### config.mk
export PLATFORM = sky130hd
export DESIGN_NAME = glb_bitstream_fetch
export DESIGN_NICKNAME = d
export VERILOG_FILES = /design/src/logic/glb_pkg.sv /design/src/logic/glb_bitstream_fetch.sv
export SDC_FILE = /design/constraint.sdc
export NUM_CORES = 1
export LEC_CHECK = 0
export ABC_CLOCK_PERIOD_IN_PS = 2230
export BUFFER_PORTS_ARGS = -buffer_cell sky130_fd_sc_hd__buf_2
export CAP_MARGIN = 40
export CORE_MARGIN = 5
export CORE_UTILIZATION = 25
export DETAILED_ROUTE_END_ITERATION = 7
export GPL_TIMING_DRIVEN = 0
export PLACE_DENSITY = 0.59
export SYNTH_ARGS = -nofsm -noshare
export SYNTH_HDL_FRONTEND = slang
export SYNTH_SLANG_ARGS = --single-unit
### constraint.sdc
create_clock -name clk -period 2.23 [get_ports clk]
set_clock_uncertainty 0.15 [all_clocks]
set_input_delay 0.446 -clock clk [delete_from_list [all_inputs] [get_ports clk]]
set_output_delay 0.446 -clock clk [all_outputs]
set_load 0.05 [all_outputs]
### src/logic/glb_pkg.sv
// global buffer config tile package

package glb_pkg;

    // tile geometry
    localparam int NUM_BANKS           = 2;
    localparam int BANK_ADDR_WIDTH     = 6;
    localparam int BANK_SEL_ADDR_WIDTH = 1;
    localparam int TILE_SEL_ADDR_WIDTH = 2;
    localparam int GLB_ADDR_WIDTH      = TILE_SEL_ADDR_WIDTH + BANK_SEL_ADDR_WIDTH
                                         + BANK_ADDR_WIDTH;
    localparam int BANK_DATA_WIDTH     = 64;

    // fabric config word, upper and lower half of a bank word
    localparam int CFG_ADDR_WIDTH = 32;
    localparam int CFG_DATA_WIDTH = 32;

    // host register bus
    localparam int CONFIG_DATA_WIDTH = 32;
    localparam int GLB_CFG_REG_WIDTH = 2;

    // host register map, address 3 unmapped
    localparam logic [GLB_CFG_REG_WIDTH-1:0] REG_START_ADDR = 2'd0;
    localparam logic [GLB_CFG_REG_WIDTH-1:0] REG_NUM_WORDS  = 2'd1;
    localparam logic [GLB_CFG_REG_WIDTH-1:0] REG_SWITCH_SEL = 2'd2;

    // global word address split into tile, bank and offset
    typedef struct packed {
        logic [TILE_SEL_ADDR_WIDTH-1:0] tile;
        logic [BANK_SEL_ADDR_WIDTH-1:0] bank;
        logic [BANK_ADDR_WIDTH-1:0]     offset;
    } glb_addr_fields_t;

    // same word seen linear by the fetcher, split by the router
    typedef union packed {
        logic [GLB_ADDR_WIDTH-1:0] flat;
        glb_addr_fields_t          fields;
    } glb_addr_u;

    typedef struct packed {
        logic      rd_en;
        glb_addr_u addr;
    } bank_rd_req_t;

    typedef struct packed {
        logic [BANK_DATA_WIDTH-1:0] data;
        logic                       valid;
    } bank_rd_rsp_t;

    typedef struct packed {
        logic                      wr;
        logic [CFG_ADDR_WIDTH-1:0] addr;
        logic [CFG_DATA_WIDTH-1:0] data;
    } fbrc_cfg_t;

    typedef struct packed {
        logic                         wr;
        logic                         rd;
        logic [GLB_CFG_REG_WIDTH-1:0] addr;
        logic [CONFIG_DATA_WIDTH-1:0] wr_data;
    } host_cfg_t;

    // bitstream load into the banks
    typedef struct packed {
        logic                       en;
        glb_addr_u                  addr;
        logic [BANK_DATA_WIDTH-1:0] data;
    } bank_wr_t;

endpackage
### src/logic/glb_bitstream_fetch.sv
// bitstream fetch address generator
`timescale 1ns/1ps

module glb_bitstream_fetch (
    input  logic                               clk,
    input  logic                               reset,
    input  logic                               start_pulse,
    output logic                               done_pulse,
    input  glb_pkg::glb_addr_u                 start_addr,
    input  logic [glb_pkg::GLB_ADDR_WIDTH-1:0] num_words,
    output glb_pkg::bank_rd_req_t              rd_req,
    input  glb_pkg::bank_rd_rsp_t              rd_rsp,
    output glb_pkg::fbrc_cfg_t                 cfg_out
);
    import glb_pkg::*;

    // busy from accepted start until last response
    logic                      busy;
    logic                      issue_en;
    glb_addr_u                 issue_addr;
    logic [GLB_ADDR_WIDTH-1:0] issue_cnt;
    logic [GLB_ADDR_WIDTH-1:0] issue_next;
    logic [GLB_ADDR_WIDTH-1:0] ret_cnt;
    logic [GLB_ADDR_WIDTH-1:0] ret_next;
    logic                      done_q;

    assign issue_next = issue_cnt + 1'b1;
    assign ret_next   = ret_cnt + 1'b1;

    // issue side
    // first read goes out the cycle after start, one per cycle after that
    always_ff @(posedge clk or posedge reset) begin
        if (reset) begin
            issue_en   <= 1'b0;
            issue_addr <= '0;
            issue_cnt  <= '0;
        end else if (start_pulse && !busy) begin
            issue_en   <= (num_words != '0);
            issue_addr <= start_addr;
            issue_cnt  <= '0;
        end else if (issue_en) begin
            // stop once num_words reads are out
            issue_en        <= (issue_next < num_words);
            issue_addr.flat <= issue_addr.flat + 1'b1;
            issue_cnt       <= issue_next;
        end
    end

    assign rd_req.rd_en = issue_en;
    assign rd_req.addr  = issue_addr;

    // return side, several reads in flight
    always_ff @(posedge clk or posedge reset) begin
        if (reset) begin
            busy    <= 1'b0;
            ret_cnt <= '0;
            done_q  <= 1'b0;
        end else begin
            done_q <= 1'b0;
            if (!busy) begin
                if (start_pulse) begin
                    ret_cnt <= '0;
                    // empty bitstream finishes right away
                    if (num_words == '0) begin
                        done_q <= 1'b1;
                    end else begin
                        busy <= 1'b1;
                    end
                end
            end else if (rd_rsp.valid) begin
                ret_cnt <= ret_next;
                if (ret_next == num_words) begin
                    busy   <= 1'b0;
                    done_q <= 1'b1;
                end
            end
        end
    end

    // done one cycle after the last write
    assign done_pulse = done_q;

    // upper half is the fabric address, lower half the data
    assign cfg_out.wr   = rd_rsp.valid;
    assign cfg_out.addr = rd_rsp.data[BANK_DATA_WIDTH-1 -: CFG_ADDR_WIDTH];
    assign cfg_out.data = rd_rsp.data[CFG_DATA_WIDTH-1:0];

endmodule

# Word-level counts from Yosys, hierarchy flattened

Index checks and enable logic that the tools add are counted.

Flip-flop bits (word level): 30
Input port bits: 86
Output and inout port bits: 76
Logic and storage cells: 38

Add/sub/neg operators: 3
$lt $le $gt $ge: 1
Equality and inequality tests: 2
Mux-type cells: 19
Reduce and logical (&&, ||, !) cells: 7

Operators by type and width:

| kind                                                           | number |
|---|---|
| 9-bit 2-to-1 mux                                               | 7 |
| 9-bit by 1-bit adder with 9-bit output (second input constant) | 3 |
| 1-bit 2-to-1 mux                                               | 12 |
| 9-bit == test                                                  | 1 |
| 9-bit logical NOT                                              | 1 |
| 9-bit < comparator                                             | 1 |
| 9-bit nonzero test                                             | 1 |
| 2-bit nonzero test                                             | 2 |
| 2-bit inequality test (second input constant)                  | 1 |
| 2-bit AND reduction                                            | 1 |
| 1-bit logical AND                                              | 1 |
| 1-bit logical NOT                                              | 1 |

# Depth between registers and ports, before layout

Word-level depth: 5
Gate-level depth with buffers: 9
Gate-level depth less buffers: 9

# Worst setup path before layout

No wires, ideal clock.

Path type: reg2reg
Start point: register issue_cnt[0]
End point: register issue_en
Arrival: 1.940 ns
Required time: 1.962 ns
Slack: 0.022 ns
Stages on the path, launching flop included: 10
Clock period less this slack: 2.208 ns
Cell sequence: dfrtp_1 and3_1 and3_1 xor2_1 ha_1 and3_1 a211oi_1 a311oi_1 o211ai_1 a21o_1

Cells in the longest elaborated chain, start to end: 4

Ends and longest elaborated chain:

| element                                | RTL line                  | RTL |
|---|---|---|
| start, declared                        | glb_bitstream_fetch.sv:21 | `logic [GLB_ADDR_WIDTH-1:0] issue_cnt;` |
| start signal, assigned                 | glb_bitstream_fetch.sv:45 | `issue_cnt <= issue_next;` |
| 9-bit by 1-bit adder with 9-bit output | glb_bitstream_fetch.sv:27 | `assign issue_next = issue_cnt + 1'b1;` |
| 9-bit < comparator                     | glb_bitstream_fetch.sv:43 | `issue_en <= (issue_next < num_words);` |
| 1-bit 2-to-1 mux                       | glb_bitstream_fetch.sv:41 | `end else if (issue_en) begin` |
| 1-bit 2-to-1 mux                       | glb_bitstream_fetch.sv:37 | `end else if (start_pulse && !busy) begin` |
| end signal, assigned                   | glb_bitstream_fetch.sv:38 | `issue_en <= (num_words != '0);` |
| end signal, assigned                   | glb_bitstream_fetch.sv:43 |  |
| end, declared                          | glb_bitstream_fetch.sv:19 | `logic issue_en;` |

No other way between the ends.
A chain may end at the register's enable or synchronous reset.

# Worst setup path in the final report

Start point: register issue_cnt[1]
End point: register issue_en

Same word-level chain as after synthesis.

==> impl_metrics.ini <==
[die]
die_h_um = 110
core_mm2 = 0.00977
dieArea_mm2 = 0.0121
start_util = 0.255
io_pins = 162
dieWidth_um = 110
rows = 36

[clock_network]
root_buffer = clkbuf_8
clock_latency_ps = 290
clk_pin_slew_worst_paths_ps = 70
cts_tree = built
numCtsBuffers = 5
clkSinkCount = 30
cts_buffer_depth = 2
htree_num_levels = 2

[worst_setup_path]
rr_worst_depth = 8
arrival_ps = 2320
startpoint = issue_cnt[1]
reg2reg_slack_ps = -10
crit_type = reg2reg
cp-start-kind = flip-flop
cp.required_ps = 2310
reg2reg_to = issue_en
endpoint_kind = flip-flop
r2r-start = issue_cnt[1]
crit_fanout = 4

[yosys]
ys_warn_count = 0
ys_types = 42
syn_area_mm2 = 0.00249
synth-xor-area-share = 0.116
ys_ff_latch = 30
synthFlopType = dfrtp_1
synth_compound_area_frac = 0.121
yosys-top-cells-area = dfrtp_1, buf_4, xor2_1
syn-num-nets = 392
yosysTopAreaCell = dfrtp_1
synthMuxAreaShare = 0.00802
syn_area_per_cell_um2 = 8.46
ys_seq_area_frac = 0.301
synth_fa_ha_area_frac = 0.0552
syn_inst = 295
synth_top_area_frac = 0.301
synth_edf_count = 0
synth_simple_gate_area_frac = 0.160
synth_top_family_by_area = buffers and inverters
synthArstFlopShare = 1.00

[pwr]
p_clk_frac = 0.147
p_int_mw = 1.63
p_sw_mw = 1.55
seq_power_share = 0.298
pwr_density_cell_mw_per_mm2 = 944
p_comb_frac = 0.556
vdd_drop_max_mv = 0.384
swShare = 0.487
p_leak_nw = 1.73

[grt]
grt.total_usage = 0.103
grt_pass1_vias = 2156
grt_max_degree = 18
grt_overflow_total = 0
grt_pass1_wl_um = 9860
grt_antenna_before_repair = 0

[hold_path]
min_path_type = in2async

[sta]
setup_ws_ps = -10.8
max_freq_ghz = 0.446
finalMaxSlewViolations = 0
hold_violations = 0
rsz0062_at_grt = true
period_needed_ps = 2240
relSlewSlack = 0.504
setup_viol = 1
tightest_slew_ps = 743
fin_hold_ws_ps = 129
timing.final.crit_share = 1.00

[placement]
port_buffers = 97
dp_hpwl_um = 5180
placed_cell_area_mm2 = 0.00316
routabilityCongestion = 0.780

[run]
maxCapViolCount = 0

[final_layout]
final_cell_area_mm2 = 0.00337
n_antenna_cell = 0
area_delta_synth_final_pct = 35.0
utilization = 0.344
fillers = 1019
fin_nets = 503
drive_above_1_share = 0.484

[routing]
antenna_left = 0
avgViaCountPerCell = 4.24
drt_iter0_drc = 70
routed_wl_um = 6480
firstDrtPassIters = 4
drt-wirelength-per-cell_um = 12.0
drcViolationCount = 0
via_count = 2290

[run_status]
violations = setup timing
status = finished, violations left
-- cells by family after synthesis --
| family | after synthesis |
|---|---|
| buffers and inverters | 92 |
| AND/OR/NAND/NOR | 80 |
| AO/OA/AOI/OAI | 47 |
| XOR/XNOR | 33 |
| flip-flops | 30 |
| adder cells (fa/ha/maj) | 11 |
| multiplexers | 2 |
-- critical path, cell delays in order, from the launching register on --
cell and delay [ps]:
dfrtp_1 380, ha_2 190, and3_4 200, and3_4 210, nand3_1 90, xnor2_1 150
ha_1 290, a2111oi_1 340, a21o_1 180
-- metal layers --
metal / up-vias / part of all wire / global-route usage
met4: 0 / 0.011 / 0.0347
met3: 7 / 0.11 / 0.0317
met5: - / 0 / 0
met1: 1040 / 0.41 / 0.125
li1: 1147 / - / -
met2: 96 / 0.47 / 0.173
-- cells in the final DEF, fill, tap and decap left out, types with 2 or more instances in the layout --
master and count:
a21oi_1 2, xor2_1 20, nor2_1 19, a21o_1 2
nor2b_1 3, o21ai_0 22, o211ai_1 3, clkbuf_8 6
nand2_1 22, dfrtp_1 29, o31ai_1 4, nand3_1 8
buf_2 98, and3_4 4, clkbuf_1 7, buf_4 72
and3_1 4, mux2i_1 2, xnor2_1 12, nor3b_1 4
clkbuf_2 3, nand4_1 7, a31oi_1 2, ha_2 2
ha_1 9, inv_1 15
-- cell usage after synthesis (all sizes together) (2+ instances only) --
library cell  count
a21o              2
a21oi             3
a31oi             2
and3              9
buf              68
clkbuf            9
dfrtp            30
ha               11
inv              15
mux2i             2
nand2            22
nand3             9
nand4             7
nor2             19
nor2b             3
nor3b             4
o211ai            3
o21ai            22
o31ai             4
o41ai             2
xnor2            12
xor2             21
-- sequential cells by signal (all words and copies together), names as in the netlist --
register,count
issue_addr,9
issue_cnt,9
ret_cnt,9
busy,1
done_pulse,1
issue_en,1
-- area by class of cell --
type / count / area [µm²] / area share
plain buffers: 77 / 542 / 0.161
clock inverters: 1 / 5.00 / 0.00149
flip-flops and latches: 30 / 752 / 0.223
clock buffers: 7 / 86.3 / 0.0256
inverters: 15 / 56.3 / 0.0167
repair buffers: 104 / 546 / 0.162
multi-input cells: 173 / 1210 / 0.360
well taps: 133 / 166 / 0.0494
-- power groups by stage --
stage               clock, mW  combinational (mW)  sequential [mW]
finish                  0.466                1.77            0.947
global placement            0                1.60            0.947
global route            0.503                1.93            0.976
CTS                     0.490                1.73            0.947
detailed placement          0                1.64            0.958
floorplan                   0                1.02             1.20
-- worst max path at each step --
| stage | to | slack, ps | cells past startpoint |
|---|---|---|---|
| after floorplan | issue_en | 20 | 9 |
| after global placement | issue_en | -150 | 9 |
| after detailed placement | issue_en | -170 | 8 |
| after CTS | issue_en | -9 | 9 |
| after global routing | issue_en | -160 | 9 |
| final | issue_en | -10 | 8 |
-- what timing repair did --
action / CTS / global route
pin swaps: 11 / 2
hold buffers: 0 / 0
setup buffers: 4 / 2
setup endpoints to repair: 3 / 7
gates resized for setup: 10 / 9
hold endpoints to repair: 0 / 0
-- through the flow --
step	setup WS (ps)	TNS (ps)	power, mW	cells
after floorplan	21.6	0	2.22	295
after global placement	-150	-174	2.55	525
after detailed placement	-165	-239	2.60	526
after CTS	-9.37	-9.37	3.16	538
after global routing	-156	-156	3.41	540
final	-10.8	-10.8	3.18	540
No activity file was read; power rests on OpenSTA's default activity.
