==> config.mk <==
export PLATFORM = sky130hd
export DESIGN_NAME = glb_bank_mem
export DESIGN_NICKNAME = d
export VERILOG_FILES = /design/src/logic/glb_pkg.sv /design/src/logic/glb_bank_mem.sv
export SDC_FILE = /design/constraint.sdc
export NUM_CORES = 2
export LEC_CHECK = 0
export BUFFER_PORTS_ARGS = -buffer_cell sky130_fd_sc_hd__buf_2
export CAP_MARGIN = 0
export CORE_MARGIN = 1
export CORE_UTILIZATION = 55
export DETAILED_ROUTE_END_ITERATION = 12
export GPL_TIMING_DRIVEN = 0
export PLACE_DENSITY = 0.76
export SETUP_SLACK_MARGIN = 0.1
export SYNTH_ARGS = -nofsm -noshare
export SYNTH_HDL_FRONTEND = slang
export SYNTH_SLANG_ARGS = --single-unit
export TNS_END_PERCENT = 10
==> constraint.sdc <==
create_clock -name clk -period 6.48 [get_ports clk]
set_clock_uncertainty 0.15 [all_clocks]
set_input_delay 1.296 -clock clk [delete_from_list [all_inputs] [get_ports clk]]
set_output_delay 1.296 -clock clk [all_outputs]
set_load 0.005 [all_outputs]
==> src/logic/glb_pkg.sv <==
// global buffer config tile package

package glb_pkg;

    // tile geometry
    localparam int NUM_BANKS           = 2;
    localparam int BANK_ADDR_WIDTH     = 6;
    localparam int BANK_SEL_ADDR_WIDTH = 1;
    localparam int TILE_SEL_ADDR_WIDTH = 2;
    localparam int GLB_ADDR_WIDTH      = TILE_SEL_ADDR_WIDTH + BANK_SEL_ADDR_WIDTH
                                         + BANK_ADDR_WIDTH;
    localparam int BANK_DATA_WIDTH     = 64;

    // fabric config word, upper and lower half of a bank word
    localparam int CFG_ADDR_WIDTH = 32;
    localparam int CFG_DATA_WIDTH = 32;

    // host register bus
    localparam int CONFIG_DATA_WIDTH = 32;
    localparam int GLB_CFG_REG_WIDTH = 2;

    // host register map, address 3 unmapped
    localparam logic [GLB_CFG_REG_WIDTH-1:0] REG_START_ADDR = 2'd0;
    localparam logic [GLB_CFG_REG_WIDTH-1:0] REG_NUM_WORDS  = 2'd1;
    localparam logic [GLB_CFG_REG_WIDTH-1:0] REG_SWITCH_SEL = 2'd2;

    // global word address split into tile, bank and offset
    typedef struct packed {
        logic [TILE_SEL_ADDR_WIDTH-1:0] tile;
        logic [BANK_SEL_ADDR_WIDTH-1:0] bank;
        logic [BANK_ADDR_WIDTH-1:0]     offset;
    } glb_addr_fields_t;

    // same word seen linear by the fetcher, split by the router
    typedef union packed {
        logic [GLB_ADDR_WIDTH-1:0] flat;
        glb_addr_fields_t          fields;
    } glb_addr_u;

    typedef struct packed {
        logic      rd_en;
        glb_addr_u addr;
    } bank_rd_req_t;

    typedef struct packed {
        logic [BANK_DATA_WIDTH-1:0] data;
        logic                       valid;
    } bank_rd_rsp_t;

    typedef struct packed {
        logic                      wr;
        logic [CFG_ADDR_WIDTH-1:0] addr;
        logic [CFG_DATA_WIDTH-1:0] data;
    } fbrc_cfg_t;

    typedef struct packed {
        logic                         wr;
        logic                         rd;
        logic [GLB_CFG_REG_WIDTH-1:0] addr;
        logic [CONFIG_DATA_WIDTH-1:0] wr_data;
    } host_cfg_t;

    // bitstream load into the banks
    typedef struct packed {
        logic                       en;
        glb_addr_u                  addr;
        logic [BANK_DATA_WIDTH-1:0] data;
    } bank_wr_t;

endpackage
==> src/logic/glb_bank_mem.sv <==
// single bank word storage
`timescale 1ns/1ps

module glb_bank_mem (
    input  logic                                clk,
    input  logic                                rd_en,
    input  logic [glb_pkg::BANK_ADDR_WIDTH-1:0] rd_offset,
    output logic [glb_pkg::BANK_DATA_WIDTH-1:0] rd_data,
    input  logic                                we,
    input  logic [glb_pkg::BANK_ADDR_WIDTH-1:0] wr_offset,
    input  logic [glb_pkg::BANK_DATA_WIDTH-1:0] wr_data
);
    import glb_pkg::*;

    // one word per offset
    logic [BANK_DATA_WIDTH-1:0] mem [1 << BANK_ADDR_WIDTH];

    // synchronous write from the load port
    always_ff @(posedge clk) begin
        if (we) begin
            mem[wr_offset] <= wr_data;
        end
    end

    // registered read, holds its value when idle
    always_ff @(posedge clk) begin
        if (rd_en) begin
            rd_data <= mem[rd_offset];
        end
    end

endmodule

* Word level (Yosys, flattened, before mapping)
Memory sizes are Yosys's and may differ from the RTL's. A register that Yosys moved wholly into a read port is not among the register bits. Index checks and enable logic that the tools add are counted.
Word-level totals: bits in registers 0, latch bits 0, bits in writable memories 4096, ROM bits 0, bits of input ports 79, output and inout port bits 64, word-level logic and storage cells 3, memories kept 1
Operators by class: add/subtract/negate cells 0, multipliers 0, div/mod/pow operators 0, order comparisons 0, equality and inequality tests 0, shift-type cells 0, multiplexer cells 2, bitwise logic cells 0, reductions and logical operators 0
Memory list:
- mem | depth 64, width 64, rd ports 1, clocked after Yosys merged registers in 1, wr ports 1, RTL line glb_bank_mem.sv:16 | logic [BANK_DATA_WIDTH-1:0] mem [1 << BANK_ADDR_WIDTH];
Operators with widths (number):
- 2-to-1 mux 1 bit | 2

* Depth between registers and ports, before layout
depth after elaboration 2, gate-level depth with buffers 9, mapped depth without buffers 5

* Worst setup path after synthesis
No wires, ideal clock.
path kind input port to flip-flop, from in wr_offset[3] in the netlist's numbering, to mem mem[48][0], enable pin, setup time 0.564 ns, arrival 6.168 ns, required time 5.766 ns, path slack -0.402 ns, stages 4, path buffers 1, cells stage by stage clkbuf_1 nor2b_1 nand4b_1 nor3_1
RTL lines:
- start: declaration | RTL line glb_bank_mem.sv:10 | input logic [glb_pkg::BANK_ADDR_WIDTH-1:0] wr_offset,
- end: declaration | RTL line glb_bank_mem.sv:16
Straight into the memory's write port.

==> PnR_summary.wiki <==
{| class="wikitable"
! Metric !! Value
|-
| Standard-cell rows || ~200
|-
| Most common library cell in the layout ignoring fill and taps || sky130_fd_sc_hd__edfxtp_1
|-
| H-Tree Level Count || 5
|-
| Reported max-cap violation count || 3
|-
| Total stage count of the critical path || 9
|-
| Int Power || 44.0 mW
|-
| Number of buffers added by the clock tree synthesis step || 393
|-
| Gate Count Post-Synth || roughly 6,600
|-
| Combinational family with the most area after synthesis || multiplexers
|-
| I/O pin cnt || 143
|-
| Post-synthesis sequential area ratio || 0.796
|-
| Setup tns final || 0 ns
|-
| Combined global-route utilization of all metal layers || 0.306
|-
| Smallest hold slack || 0.777 ns
|-
| Number of nets in the finished design || 7,374
|-
| Layout cells sized above 1 || 0.288
|-
| Via count of the first global-routing pass || 80,706
|-
| Worst Setup SP || rd_offset[2]
|-
| Synthesis-stage register bit count || 4,160
|-
| Compound-cell area share of the yosys netlist || 0.0247
|-
| Final Hold Violating Endpoints || 0
|-
| HPWL after detailed placement || 270,000 um
|-
| First drt pass iteration count || 6
|-
| Worst path buffer plus inverter count || 5
|-
| Post-layout power || approximately 56 mW
|-
| Final max-slew violation count || 167
|-
| Worst-case setup margin in the final layout || between 0.8 and 0.9 ns
|-
| Routed via count || 79,148
|-
| Number of endpoints failing setup at the final stage || 0
|-
| Final critical delay including setup and external delays || roughly 5.6 ns
|-
| Total overflow reported by the global router || 0
|-
| Vias per Instance || 6.97
|-
| Total clock sinks || 4,160
|-
| Placer's final routability congestion estimate || 0.853
|-
| # resized after CTS || 0
|-
| Post-DRT Antenna Nets || 0
|-
| Clock edge transition at the registers on the reported setup and hold paths || 0.07 ns
|-
| Post-CTS Hold Buffers || 0
|-
| Number of warning messages in the yosys log || 0
|-
| RR Startpoint || mem[55][1]
|-
| Net switching power || 12.0 mW
|-
| Cell area after technology mapping || about 160,000 sq um
|-
| Routed wire length || 438,000 um
|-
| Root cell of the clock tree || sky130_fd_sc_hd__clkbuf_16
|-
| R2r endpoint || rd_data[1]
|-
| Required time of the critical path || 6.82 ns
|-
| Share of synthesized cell area in full adder, half adder and majority cells || 0
|-
| Max frequency || 0.177 GHz
|-
| Pin count of the biggest net entering global routing || 65
|-
| Worst Min Path Start || rd_en
|-
| Cell type of the slowest stage on the worst timing path || sky130_fd_sc_hd__a211oi_1
|-
| Initial core utilization || 0.555
|-
| Worst Setup End Kind || flip-flop
|-
| Critical path startpoint category || input pin
|-
| Family of cells with the greatest summed delay on the critical path || buffers and inverters
|-
| Wire length of the first global-routing pass || 609,000 um
|-
| Peak supply drop || 0.000233 V
|-
| Number of buffers on the longest clock path || 4
|-
| Violations in the final reports || max-capacitance violations, max-slew violations
|-
| DIE HEIGHT || 536 um
|-
| Setup repair after global routing missed its margin || false
|-
| Final clock period utilization by the worst path || 0.871
|-
| Quantity of I/O buffers inserted on ports || 134
|-
| Cell variety after synth || 32
|-
| Number of remaining DRC errors || 0
|-
| Number of antenna violations at the first check in global routing || 41
|-
| Combinational fraction of design power || 0.052
|-
| Synth Area in Simple Gates || 0.0123
|-
| Area Overhead vs Synth || 14.1%
|-
| Die W || between 500 and 600 um
|-
| Post-synthesis average cell area || roughly 24 sq um
|-
| Critical path data arrival time || 5.98 ns
|-
| Endpoint of the worst setup timing path || rd_data[1]
|-
| Post-CTS setup buffer count || 0
|-
| Delay of the slowest cell on the worst path || between 1 and 1.5 ns
|-
| Worst-case setup slack after placement || 0.466 ns
|-
| Detail-routed net length per standard cell || 38.6 um
|-
| Fraction of power consumed by sequential logic || 0.534
|-
| Switching share of power || 0.214
|-
| Clock insertion delay at the later pin of the skew report || 0.93 ns
|-
| Critical path's most frequent cell || sky130_fd_sc_hd__buf_2
|-
| CP Cell Sequence || buf_2, buf_4, buf_2, buf_2, buf_4, mux2i_1, o22ai_1, a31oi_1, a211oi_1
|-
| TritonCTS clock tree || done
|-
| Kind of path behind the tightest hold check || in2reg
|-
| Net Count, Synth || 6,677
|-
| R2R Setup Slk || 3.07 ns
|-
| Iteration-0 DRC Markers || 13,689
|-
| Slew at the pin closest to its max-slew limit || 1.53 ns
|-
| CP Max Fanout || 10
|-
| Leading cell types in the layout, fill and taps excluded || sky130_fd_sc_hd__edfxtp_1, sky130_fd_sc_hd__mux4_2, sky130_fd_sc_hd__clkbuf_16, sky130_fd_sc_hd__buf_2, sky130_fd_sc_hd__clkbuf_1
|-
| Worst relative slew slack || -0.0212
|-
| Xor-xnor portion of the synthesized cell area || 0
|-
| Mux contribution to synthesized area || 0.156
|-
| Portion of total power attributed to the clock network || 0.414
|-
| Pwr Density || 313 nW/um^2
|-
| Result of the run || complete, but fails checks
|-
| Floorplan core area || 283,000 sq um
|-
| Number of cells traversed by the worst register-to-register path || 5
|-
| Total Die Area || 288,000 sq um
|-
| Leakage power summed over all cells || between 50 and 60 nW
|-
| Worst setup path class || in2reg
|}
-- how the worst min path moves through the flow --
stage                     depth (start not counted)           to
after CTS                                         1  rd_data[50]
after global placement                            4  rd_data[48]
after detailed placement                          4  rd_data[48]
after floorplan                                   4  rd_data[61]
final                                             1  rd_data[50]
after global routing                              1  rd_data[48]
-- routing by layer --
layer / vias up / routed length [um] / GRT usage
met5: - / 112 / 0
met4: 16 / 29000 / 0.173
met3: 1316 / 60900 / 0.0852
met2: 6905 / 207000 / 0.482
met1: 40963 / 141000 / 0.387
li1: 29948 / - / -
-- final cells by class --
| class | instances | area, sq um |
|---|---|---|
| Sequential cell | 4160 | 125000 |
| Fill cell | 17412 | 104000 |
| Multi-Input combinational cell | 2049 | 30700 |
| Clock buffer | 465 | 10300 |
| Tap cell | 3743 | 4680 |
| Timing Repair Buffer | 302 | 4120 |
| Clock inverter | 232 | 2460 |
| Buffer | 370 | 1780 |
| Inverter | 19 | 71.3 |
| Antenna cell | 21 | 52.6 |
-- power groups by stage --
| stage | combinational (mW) | sequential [mW] | clock (mW) |
|---|---|---|---|
| 6_report | 2.91 | 29.9 | 23.2 |
| 5_1_grt | 2.97 | 29.9 | 24.2 |
| 4_1_cts | 2.84 | 29.9 | 23.2 |
| 3_5_place_dp | 2.78 | 30.5 | 0 |
| 3_3_place_gp | 2.64 | 30.5 | 0 |
| 2_1_floorplan | 1.39 | 30.5 | 0 |
-- flip-flops by register name, summed over array words and instances, names as in the netlist --
| signal | flops |
|---|---|
| mem | 4096 |
| rd_data | 64 |
-- worst reg2reg max path: stages, from the launching register on --
cell	delay [ns]
sky130_fd_sc_hd__edfxtp_1	0.33
sky130_fd_sc_hd__mux4_2	0.25
sky130_fd_sc_hd__mux2i_1	0.08
sky130_fd_sc_hd__o22ai_1	0.70
sky130_fd_sc_hd__a31oi_1	0.27
sky130_fd_sc_hd__a211oi_1	1.22
-- Yosys cell counts --
master                      count  area (sq um)
sky130_fd_sc_hd__nand3b_1       2          15.0
sky130_fd_sc_hd__or3b_2         1          8.76
sky130_fd_sc_hd__nor3_1         2          10.0
sky130_fd_sc_hd__clkbuf_1     140           526
sky130_fd_sc_hd__inv_1         19          71.3
sky130_fd_sc_hd__buf_2        170           851
sky130_fd_sc_hd__and2_1         3          18.8
sky130_fd_sc_hd__mux4_2      1024         23100
sky130_fd_sc_hd__or3_1         29           181
sky130_fd_sc_hd__o22ai_1       83           519
sky130_fd_sc_hd__a2bb2oi_1     19           166
sky130_fd_sc_hd__or2_2         28           175
sky130_fd_sc_hd__buf_6          6          67.6
sky130_fd_sc_hd__a31o_1         1          8.76
sky130_fd_sc_hd__a31oi_1       18           113
sky130_fd_sc_hd__nand4_1        2          12.5
sky130_fd_sc_hd__nor2b_1       28           175
sky130_fd_sc_hd__nand4b_1       1          8.76
sky130_fd_sc_hd__nor2_1       112           420
sky130_fd_sc_hd__nand2b_1      11          68.8
sky130_fd_sc_hd__a22o_1        88           771
sky130_fd_sc_hd__mux2i_1      135          1350
sky130_fd_sc_hd__a41oi_1       26           228
sky130_fd_sc_hd__a22oi_1      168          1260
sky130_fd_sc_hd__a211oi_1      63           473
sky130_fd_sc_hd__buf_1         20          75.1
sky130_fd_sc_hd__and3_1        64           400
sky130_fd_sc_hd__buf_4         34           255
sky130_fd_sc_hd__o221ai_1      38           333
sky130_fd_sc_hd__nand2_1       58           218
sky130_fd_sc_hd__nand3_1       45           225
sky130_fd_sc_hd__edfxtp_1    4160        125000
-- stage by stage --
stage	cells	utilization	area (sq um)
3_5_place_dp	10643	0.588	166000
3_3_place_gp	10475	0.574	162000
2_1_floorplan	6598	-	157000
5_1_grt	11349	0.633	179000
6_report	11361	0.633	179000
4_1_cts	11340	0.633	179000
-- kinds of logic after synthesis --
group	count (synthesis)
buffers and inverters	389
AOI/OAI and AO/OA	504
muxes	1159
and+or+nand+nor	386
DFF	4160
Power figures use the tool's default switching activity.
