$ cat config.mk
export PLATFORM = sky130hd
export DESIGN_NAME = glb_bank_route
export DESIGN_NICKNAME = d
export VERILOG_FILES = /design/src/logic/glb_pkg.sv /design/src/logic/glb_bank_route.sv
export SDC_FILE = /design/constraint.sdc
export NUM_CORES = 1
export LEC_CHECK = 0
export BUFFER_PORTS_ARGS = -buffer_cell sky130_fd_sc_hd__buf_2
export CAP_MARGIN = 20
export CORE_AREA = 2 2 327 329
export DETAILED_ROUTE_END_ITERATION = 10
export DIE_AREA = 0 0 329 331
export GPL_ROUTABILITY_DRIVEN = 1
export GPL_TIMING_DRIVEN = 0
export PLACE_DENSITY = 0.3
export SETUP_SLACK_MARGIN = 0.05
export SKIP_CTS_REPAIR_TIMING = 1
export SLEW_MARGIN = 30
export SYNTH_ARGS = -nofsm -noshare
export SYNTH_HDL_FRONTEND = slang
export SYNTH_SLANG_ARGS = --single-unit
$ cat constraint.sdc
create_clock -name clk -period 2.2 [get_ports clk]
set_input_delay 0 -clock clk [delete_from_list [all_inputs] [get_ports clk]]
set_output_delay 0 -clock clk [all_outputs]
set_load 0.01 [all_outputs]
$ cat src/logic/glb_pkg.sv
// global buffer config tile package

package glb_pkg;

    // tile geometry
    localparam int NUM_BANKS           = 2;
    localparam int BANK_ADDR_WIDTH     = 6;
    localparam int BANK_SEL_ADDR_WIDTH = 1;
    localparam int TILE_SEL_ADDR_WIDTH = 2;
    localparam int GLB_ADDR_WIDTH      = TILE_SEL_ADDR_WIDTH + BANK_SEL_ADDR_WIDTH
                                         + BANK_ADDR_WIDTH;
    localparam int BANK_DATA_WIDTH     = 64;

    // fabric config word, upper and lower half of a bank word
    localparam int CFG_ADDR_WIDTH = 32;
    localparam int CFG_DATA_WIDTH = 32;

    // host register bus
    localparam int CONFIG_DATA_WIDTH = 32;
    localparam int GLB_CFG_REG_WIDTH = 2;

    // host register map, address 3 unmapped
    localparam logic [GLB_CFG_REG_WIDTH-1:0] REG_START_ADDR = 2'd0;
    localparam logic [GLB_CFG_REG_WIDTH-1:0] REG_NUM_WORDS  = 2'd1;
    localparam logic [GLB_CFG_REG_WIDTH-1:0] REG_SWITCH_SEL = 2'd2;

    // global word address split into tile, bank and offset
    typedef struct packed {
        logic [TILE_SEL_ADDR_WIDTH-1:0] tile;
        logic [BANK_SEL_ADDR_WIDTH-1:0] bank;
        logic [BANK_ADDR_WIDTH-1:0]     offset;
    } glb_addr_fields_t;

    // same word seen linear by the fetcher, split by the router
    typedef union packed {
        logic [GLB_ADDR_WIDTH-1:0] flat;
        glb_addr_fields_t          fields;
    } glb_addr_u;

    typedef struct packed {
        logic      rd_en;
        glb_addr_u addr;
    } bank_rd_req_t;

    typedef struct packed {
        logic [BANK_DATA_WIDTH-1:0] data;
        logic                       valid;
    } bank_rd_rsp_t;

    typedef struct packed {
        logic                      wr;
        logic [CFG_ADDR_WIDTH-1:0] addr;
        logic [CFG_DATA_WIDTH-1:0] data;
    } fbrc_cfg_t;

    typedef struct packed {
        logic                         wr;
        logic                         rd;
        logic [GLB_CFG_REG_WIDTH-1:0] addr;
        logic [CONFIG_DATA_WIDTH-1:0] wr_data;
    } host_cfg_t;

    // bitstream load into the banks
    typedef struct packed {
        logic                       en;
        glb_addr_u                  addr;
        logic [BANK_DATA_WIDTH-1:0] data;
    } bank_wr_t;

endpackage
$ cat src/logic/glb_bank_route.sv
// bank request and response routing
`timescale 1ns/1ps

module glb_bank_route (
    input  logic                                    clk,
    input  logic                                    reset,
    input  logic [glb_pkg::TILE_SEL_ADDR_WIDTH-1:0] tile_id,
    input  logic [glb_pkg::NUM_BANKS-1:0]           switch_sel,
    input  glb_pkg::bank_rd_req_t                   fetch_req,
    output glb_pkg::bank_rd_rsp_t                   fetch_rsp,
    input  glb_pkg::bank_rd_req_t                   west_req,
    output glb_pkg::bank_rd_req_t                   east_req,
    input  glb_pkg::bank_rd_rsp_t                   east_rsp,
    output glb_pkg::bank_rd_rsp_t                   west_rsp,
    input  glb_pkg::bank_wr_t                       bank_wr,
    output logic                                    bank_rd_en [glb_pkg::NUM_BANKS],
    output logic [glb_pkg::BANK_ADDR_WIDTH-1:0]     bank_offset [glb_pkg::NUM_BANKS],
    output logic                                    bank_we [glb_pkg::NUM_BANKS],
    output logic [glb_pkg::BANK_DATA_WIDTH-1:0]     bank_wr_data [glb_pkg::NUM_BANKS],
    input  logic [glb_pkg::BANK_DATA_WIDTH-1:0]     bank_rd_data [glb_pkg::NUM_BANKS],
    input  glb_pkg::fbrc_cfg_t                      fetch_cfg,
    input  glb_pkg::fbrc_cfg_t                      west_cfg,
    output glb_pkg::fbrc_cfg_t                      fbrc_cfg,
    output glb_pkg::fbrc_cfg_t                      east_cfg
);
    import glb_pkg::*;

    bank_rd_req_t               stage_req [NUM_BANKS];
    bank_rd_rsp_t               stage_rsp [NUM_BANKS];
    logic [NUM_BANKS-1:0]       rd_en_d1;
    logic [NUM_BANKS-1:0]       rd_en_d2;
    logic [BANK_DATA_WIDTH-1:0] rd_data_d1 [NUM_BANKS];
    fbrc_cfg_t                  cfg_sel;

    // request cascade west to east
    // a switched bank injects the fetcher request
    always_comb begin
        bank_rd_req_t carry;
        carry = west_req;
        for (int i = 0; i < NUM_BANKS; i++) begin
            if (switch_sel[i]) begin
                carry = fetch_req;
            end
            stage_req[i] = carry;
        end
    end

    // last stage bypasses east
    assign east_req = stage_req[NUM_BANKS-1];

    // per bank enables, tile and bank fields must match
    always_comb begin
        for (int i = 0; i < NUM_BANKS; i++) begin
            bank_rd_en[i] = stage_req[i].rd_en
                            && (stage_req[i].addr.fields.tile == tile_id)
                            && (stage_req[i].addr.fields.bank == BANK_SEL_ADDR_WIDTH'(i));
            bank_offset[i] = stage_req[i].addr.fields.offset;
            bank_we[i] = bank_wr.en
                         && (bank_wr.addr.fields.tile == tile_id)
                         && (bank_wr.addr.fields.bank == BANK_SEL_ADDR_WIDTH'(i));
            bank_wr_data[i] = bank_wr.data;
        end
    end

    // valid tracks the enable two cycles back
    always_ff @(posedge clk or posedge reset) begin
        if (reset) begin
            rd_en_d1 <= '0;
            rd_en_d2 <= '0;
        end else begin
            for (int i = 0; i < NUM_BANKS; i++) begin
                rd_en_d1[i] <= bank_rd_en[i];
            end
            rd_en_d2 <= rd_en_d1;
        end
    end

    // second data stage behind the bank read register
    always_ff @(posedge clk) begin
        for (int i = 0; i < NUM_BANKS; i++) begin
            rd_data_d1[i] <= bank_rd_data[i];
        end
    end

    // response chain east to west, local bank claims its slot
    always_comb begin
        bank_rd_rsp_t carry;
        carry = east_rsp;
        for (int i = NUM_BANKS - 1; i >= 0; i--) begin
            if (rd_en_d2[i]) begin
                carry.data  = rd_data_d1[i];
                carry.valid = 1'b1;
            end
            stage_rsp[i] = carry;
        end
    end

    assign west_rsp = stage_rsp[0];

    // fetcher listens at its switched bank
    always_comb begin
        fetch_rsp = '0;
        for (int i = 0; i < NUM_BANKS; i++) begin
            if (switch_sel[i]) begin
                fetch_rsp = stage_rsp[i];
            end
        end
    end

    // own stream when fetching, else pass west through
    assign cfg_sel  = (|switch_sel) ? fetch_cfg : west_cfg;
    assign fbrc_cfg = cfg_sel;
    assign east_cfg = cfg_sel;

endmodule

# [Word-level counts from Yosys, hierarchy flattened]
# Memories as Yosys holds them, arrays and structs flattened.
# Cells that the tools add are included.
[word_totals] regBits=4 ram_bits=128 inputBits=423 output_inout_bits=414 word_cells=23 n_memories=1
[op_classes] eq_ne=3 mux=7 n_bitwise=2 reduce_logical=8
[memory_table] name="rd_data_d1" words=2 width=64 read_ports=2 rd_clocked_by_memory_dff=0 write_ports=2 line="glb_bank_route.sv:32" text="logic [BANK_DATA_WIDTH-1:0] rd_data_d1 [NUM_BANKS];"
[ops] operator="65-bit two-way mux" count=5
[ops] operator="10-bit two-way mux" count=2
[ops] operator="1-bit logical AND" count=7
[ops] operator="2-bit == test" count=3
[ops] operator="1-bit NOT" count=2
[ops] operator="2-bit OR reduction" count=1

# [Longest topological paths before layout]
[logic_depth] word_depth=5 ltp_mapped=7

# [Least setup slack after synthesis]
# Ideal clock, no wire load.
[synth_path] path_kind="reg-to-output" from="reg rd_en_d2[1]" to="out fetch_rsp[26] in the netlist's numbering" arrival_time_ps=1287 setup_slack_ps=913 path_stages_with_launch=7 path_buffers=2 cell_sequence="dfrtp_1 > buf_6 > buf_6 > mux2_4 > inv_2 > o21ai_1 > a22o_1"
[synth_lines] item="start, declared" line="glb_bank_route.sv:31" text="logic [NUM_BANKS-1:0] rd_en_d2;"
[synth_lines] item="start signal, assigned" line="glb_bank_route.sv:74" text="rd_en_d2 <= rd_en_d1;"
[synth_lines] item="end, declared" line="glb_bank_route.sv:10" text="output glb_pkg::bank_rd_rsp_t fetch_rsp,"

==> flow_summary.html <==
<table>
<tr><th>Metric</th><th>Value</th></tr>
<tr><th colspan="2">Route</th></tr>
<tr><td>Total vias in the final route</td><td>between 9,000 and 10,000</td></tr>
<tr><td>Total routed wirelength</td><td>around 63 mm</td></tr>
<tr><td>Antenna violation net count after detailed routing</td><td>0</td></tr>
<tr><td>Pre-antenna DRT Iters</td><td>4</td></tr>
<tr><td>Routed wire per std cell</td><td>~20 um</td></tr>
<tr><td>Number of DRC violations after detailed-routing iteration 0</td><td>between 200 and 300</td></tr>
<tr><td>Total DRC errors in the routed layout</td><td>0</td></tr>
<tr><td>Routed vias/inst</td><td>2.998</td></tr>
<tr><th colspan="2">Timing</th></tr>
<tr><td>Total negative slack</td><td>0 ns</td></tr>
<tr><td>RSZ-0062 raised after global routing</td><td>yes</td></tr>
<tr><td>Measured slew at the worst slew-check pin</td><td>approximately 0.75 ns</td></tr>
<tr><td>Final WS setup</td><td>about 0.04 ns</td></tr>
<tr><td>Total count of max-transition violations in the final report</td><td>0</td></tr>
<tr><td>Headroom to the max-slew limit</td><td>0.5017</td></tr>
<tr><td>Final period util</td><td>0.9818</td></tr>
<tr><td>Final hold slack</td><td>0.1161 ns</td></tr>
<tr><td>Time the final worst path needs with I/O delays and setup</td><td>between 2 and 2.5 ns</td></tr>
<tr><td>Layout Skew</td><td>approximately 0.0076 ns</td></tr>
<tr><td>Final setup violation count</td><td>0</td></tr>
<tr><td>Highest Clock Rate</td><td>between 400 and 500 MHz</td></tr>
<tr><td>Number of endpoints with negative hold slack in the final report</td><td>0</td></tr>
<tr><th colspan="2">Worst setup path</th></tr>
<tr><td>Arrival time worst endpoint</td><td>around 2.2 ns</td></tr>
<tr><td>Crit. path cell count</td><td>6</td></tr>
<tr><td>Buffers plus inverters on the worst setup path</td><td>4</td></tr>
<tr><td>R2R Setup Slk</td><td>1.69 ns</td></tr>
<tr><td>Kind of launch point of the worst setup path</td><td>register</td></tr>
<tr><td>Crit path max fanout</td><td>5</td></tr>
<tr><td>Required time worst endpoint</td><td>2.20 ns</td></tr>
<tr><td>Type of element capturing the critical path</td><td>output pin</td></tr>
<tr><td>Cell count of the worst reg-to-reg path</td><td>0</td></tr>
<tr><td>Worst path max stage delay</td><td>~0.46 ns</td></tr>
<tr><td>Dominant delay contributor by cell family on the critical path</td><td>multiplexers</td></tr>
<tr><td>Slowest cell on crit path</td><td>dfrtp_2</td></tr>
<tr><td>Critical path class</td><td>reg2out</td></tr>
<tr><td>Cell-by-cell listing of the critical path</td><td>buf_12, clkbuf_16, buf_6, mux2_4, mux2_4, buf_6</td></tr>
<tr><th colspan="2">Clocking</th></tr>
<tr><td>Number of buffers created by CTS</td><td>17</td></tr>
<tr><td>Maximum buffer depth of the clock tree</td><td>2</td></tr>
<tr><td>Clock insertion delay at the later pin of the skew report</td><td>around 0.5 ns</td></tr>
<tr><td>Clock-pin slew of the registers on the worst-case setup and hold paths</td><td>around 0.09 ns</td></tr>
<tr><td>Clk root buf</td><td>clkbuf_16</td></tr>
<tr><td>Clock tree from TritonCTS</td><td>yes</td></tr>
<tr><td>Clock sink count</td><td>132</td></tr>
<tr><td>Number of H-tree levels</td><td>4</td></tr>
<tr><th colspan="2">Global routing</th></tr>
<tr><td>Grt ovf</td><td>0</td></tr>
<tr><td>Vias in the first global route</td><td>~9,000</td></tr>
<tr><td>Global-route wire length before repair</td><td>77.24 mm</td></tr>
<tr><td>Number of antenna violations at the first check in global routing</td><td>34</td></tr>
<tr><td>Total GRT Usage</td><td>0.1074</td></tr>
<tr><td>Maximum number of pins on one net before global-route repair</td><td>17</td></tr>
<tr><th colspan="2">Floorplan</th></tr>
<tr><td>Die Wd</td><td>329 um</td></tr>
<tr><td>Std-Cell Core Area</td><td>0.1050 mm2</td></tr>
<tr><td>Die Height</td><td>approximately 330 um</td></tr>
<tr><td>Die area</td><td>between 0.1 and 0.15 mm2</td></tr>
<tr><td>IO Pins</td><td>approximately 840</td></tr>
<tr><td>Placement Rows</td><td>about 120</td></tr>
<tr><td>Starting density of the core</td><td>0.08091</td></tr>
<tr><th colspan="2">Finish</th></tr>
<tr><td>Total number of nets in the final design</td><td>around 2,200</td></tr>
<tr><td>Area of the multi-input gates</td><td>0.003934 mm2</td></tr>
<tr><td>Top library cells by usage in the layout, fill and taps aside</td><td>732 x buf_2, 209 x buf_4, 153 x mux2_2</td></tr>
<tr><td>Most frequent standard cell in the layout excluding fill and tap cells</td><td>buf_2</td></tr>
<tr><td>Share of final-layout standard cells stronger than drive strength 1</td><td>0.7287</td></tr>
<tr><td>Fillers</td><td>12,040</td></tr>
<tr><td>Area of all placed cells without fillers</td><td>about 0.017 mm2</td></tr>
<tr><td>Combined flip-flop and latch cell area</td><td>around 0.0027 mm2</td></tr>
<tr><td>Layout overhead on the synthesized area</td><td>97.83%</td></tr>
<tr><th colspan="2">Placement</th></tr>
<tr><td>Cell area after placement</td><td>between 0.01 and 0.015 mm2</td></tr>
<tr><td>Count of buffers from port buffering</td><td>roughly 770</td></tr>
<tr><td>RePlAce Congestion</td><td>0.7522</td></tr>
<tr><td>Total half-perimeter wirelength after legalization and detailed placement</td><td>~53 mm</td></tr>
<tr><td>Pre-CTS setup slack</td><td>-0.01380 ns</td></tr>
<tr><th colspan="2">Synthesis</th></tr>
<tr><td>Sequential share of the synthesized area</td><td>0.3135</td></tr>
<tr><td>Count of distinct cell types in the synthesized netlist</td><td>25</td></tr>
<tr><td>Gate count of the mapped netlist</td><td>between 800 and 900</td></tr>
<tr><td>YS warnings</td><td>0</td></tr>
<tr><td>Combined area of all synthesized cells</td><td>0.008493 mm2</td></tr>
<tr><td>#FFs+latches synth</td><td>~130</td></tr>
<tr><td>Average cell area after synthesis</td><td>~9.7 um2</td></tr>
<tr><td>Number of nets produced by synthesis</td><td>around 1,300</td></tr>
<tr><th colspan="2">Worst hold path</th></tr>
<tr><td>Worst Hold Class</td><td>in2reg</td></tr>
<tr><td>Number of cells traversed by the worst hold path</td><td>2</td></tr>
<tr><th colspan="2">Power and ir drop</th></tr>
<tr><td>Power density cells</td><td>approximately 530 mW/mm2</td></tr>
<tr><td>Pwr Total</td><td>~9000 uW</td></tr>
<tr><td>Worst vdd rail ir drop</td><td>528.3 uV</td></tr>
<tr><td>Leakage power total</td><td>0.008115 uW</td></tr>
<tr><th colspan="2">Outcome</th></tr>
<tr><td>Run status</td><td>finished, final reports clean</td></tr>
<tr><th colspan="2">Flow run</th></tr>
<tr><td>Maximum Capacitance Violations</td><td>0</td></tr>
</table>
[routing by layer]
layer	vias up	share of wire	GRT usage	wire length, um
li1	4641	-	-	-
met3	81	0.071	0.03607	4498
met1	4378	0.38	0.1133	23780
met4	16	0.032	0.04854	2044
met5	-	0.0016	0	99
met2	533	0.52	0.1929	32540
[layout make-up]
cell class / count / share of cell area
Sequential cell: 132 / 0.1586
Clock buffer: 20 / 0.02778
Antenna cell: 11 / 0.001638
Timing Repair Buffer: 911 / 0.3366
Tap cell: 1391 / 0.1036
Inverter: 67 / 0.01497
Multi-Input combinational cell: 425 / 0.2341
Clock inverter: 12 / 0.007000
Buffer: 250 / 0.1157
[state kept, by name (all words and copies together), names as in the netlist]
| name | cells |
|---|---|
| rd_en_d1 | 2 |
| rd_en_d2 | 2 |
| rd_data_d1 | 128 |
[final timing paths]
check                            startpoint                end
setup / recovery                rd_en_d2[1]        west_rsp[3]
hold / removal             bank_rd_data[19]  rd_data_d1[0][83]
setup reg to reg                rd_en_d1[1]        rd_en_d2[1]
hold reg to reg                 rd_en_d1[0]        rd_en_d2[0]
max in group asynchronous             reset        rd_en_d2[0]
min in group asynchronous             reset        rd_en_d1[1]
[metrics by stage]
| step | utilization | instances |
|---|---|---|
| global placement | 0.1340 | 3031 |
| detailed placement | 0.1340 | 3031 |
| finish | 0.1601 | 3219 |
| CTS | 0.1396 | 3063 |
| floorplan | - | 874 |
| global route | 0.1600 | 3214 |
[Yosys cell counts (all sizes together)]
cell type  count  share of area
mux2i          2         0.0024
buf          233           0.21
dfrtp          4          0.012
and2b          1        0.00088
or3            1        0.00074
inv           67          0.030
clkbuf        17         0.0075
xor2           2         0.0021
a22o          64          0.066
o21ai         65          0.038
dfxtp        128           0.30
xnor2          4         0.0041
a31oi          2         0.0015
nor2           5         0.0031
nand2         66          0.029
mux2         208           0.29
nor3b          1        0.00088
nor3           3         0.0018
nand3          1        0.00059
[report_power, final]
group	total, uW	leakage [uW]	switching [uW]	internal [uW]
Clock	3120	0.000277	1460	1660
Sequential	2580	0.00113	61.0	2520
Combinational	3170	0.00671	1480	1700
Total	8870	0.00812	3000	5880
[cell families (layout without fill, tap and decap cells)]
logic type             Yosys count  after routing  synth area share
XOR/XNOR                         6              6          0.006187
other                            0             11                 0
buffers and inverters          317           1260            0.2425
multiplexers                   210            210            0.2949
AO/OA/AOI/OAI                  131            131            0.1058
AND/OR/NAND/NOR                 78             78           0.03712
flip-flops                     132            132            0.3135
No activity file was read; power rests on OpenSTA's default activity.
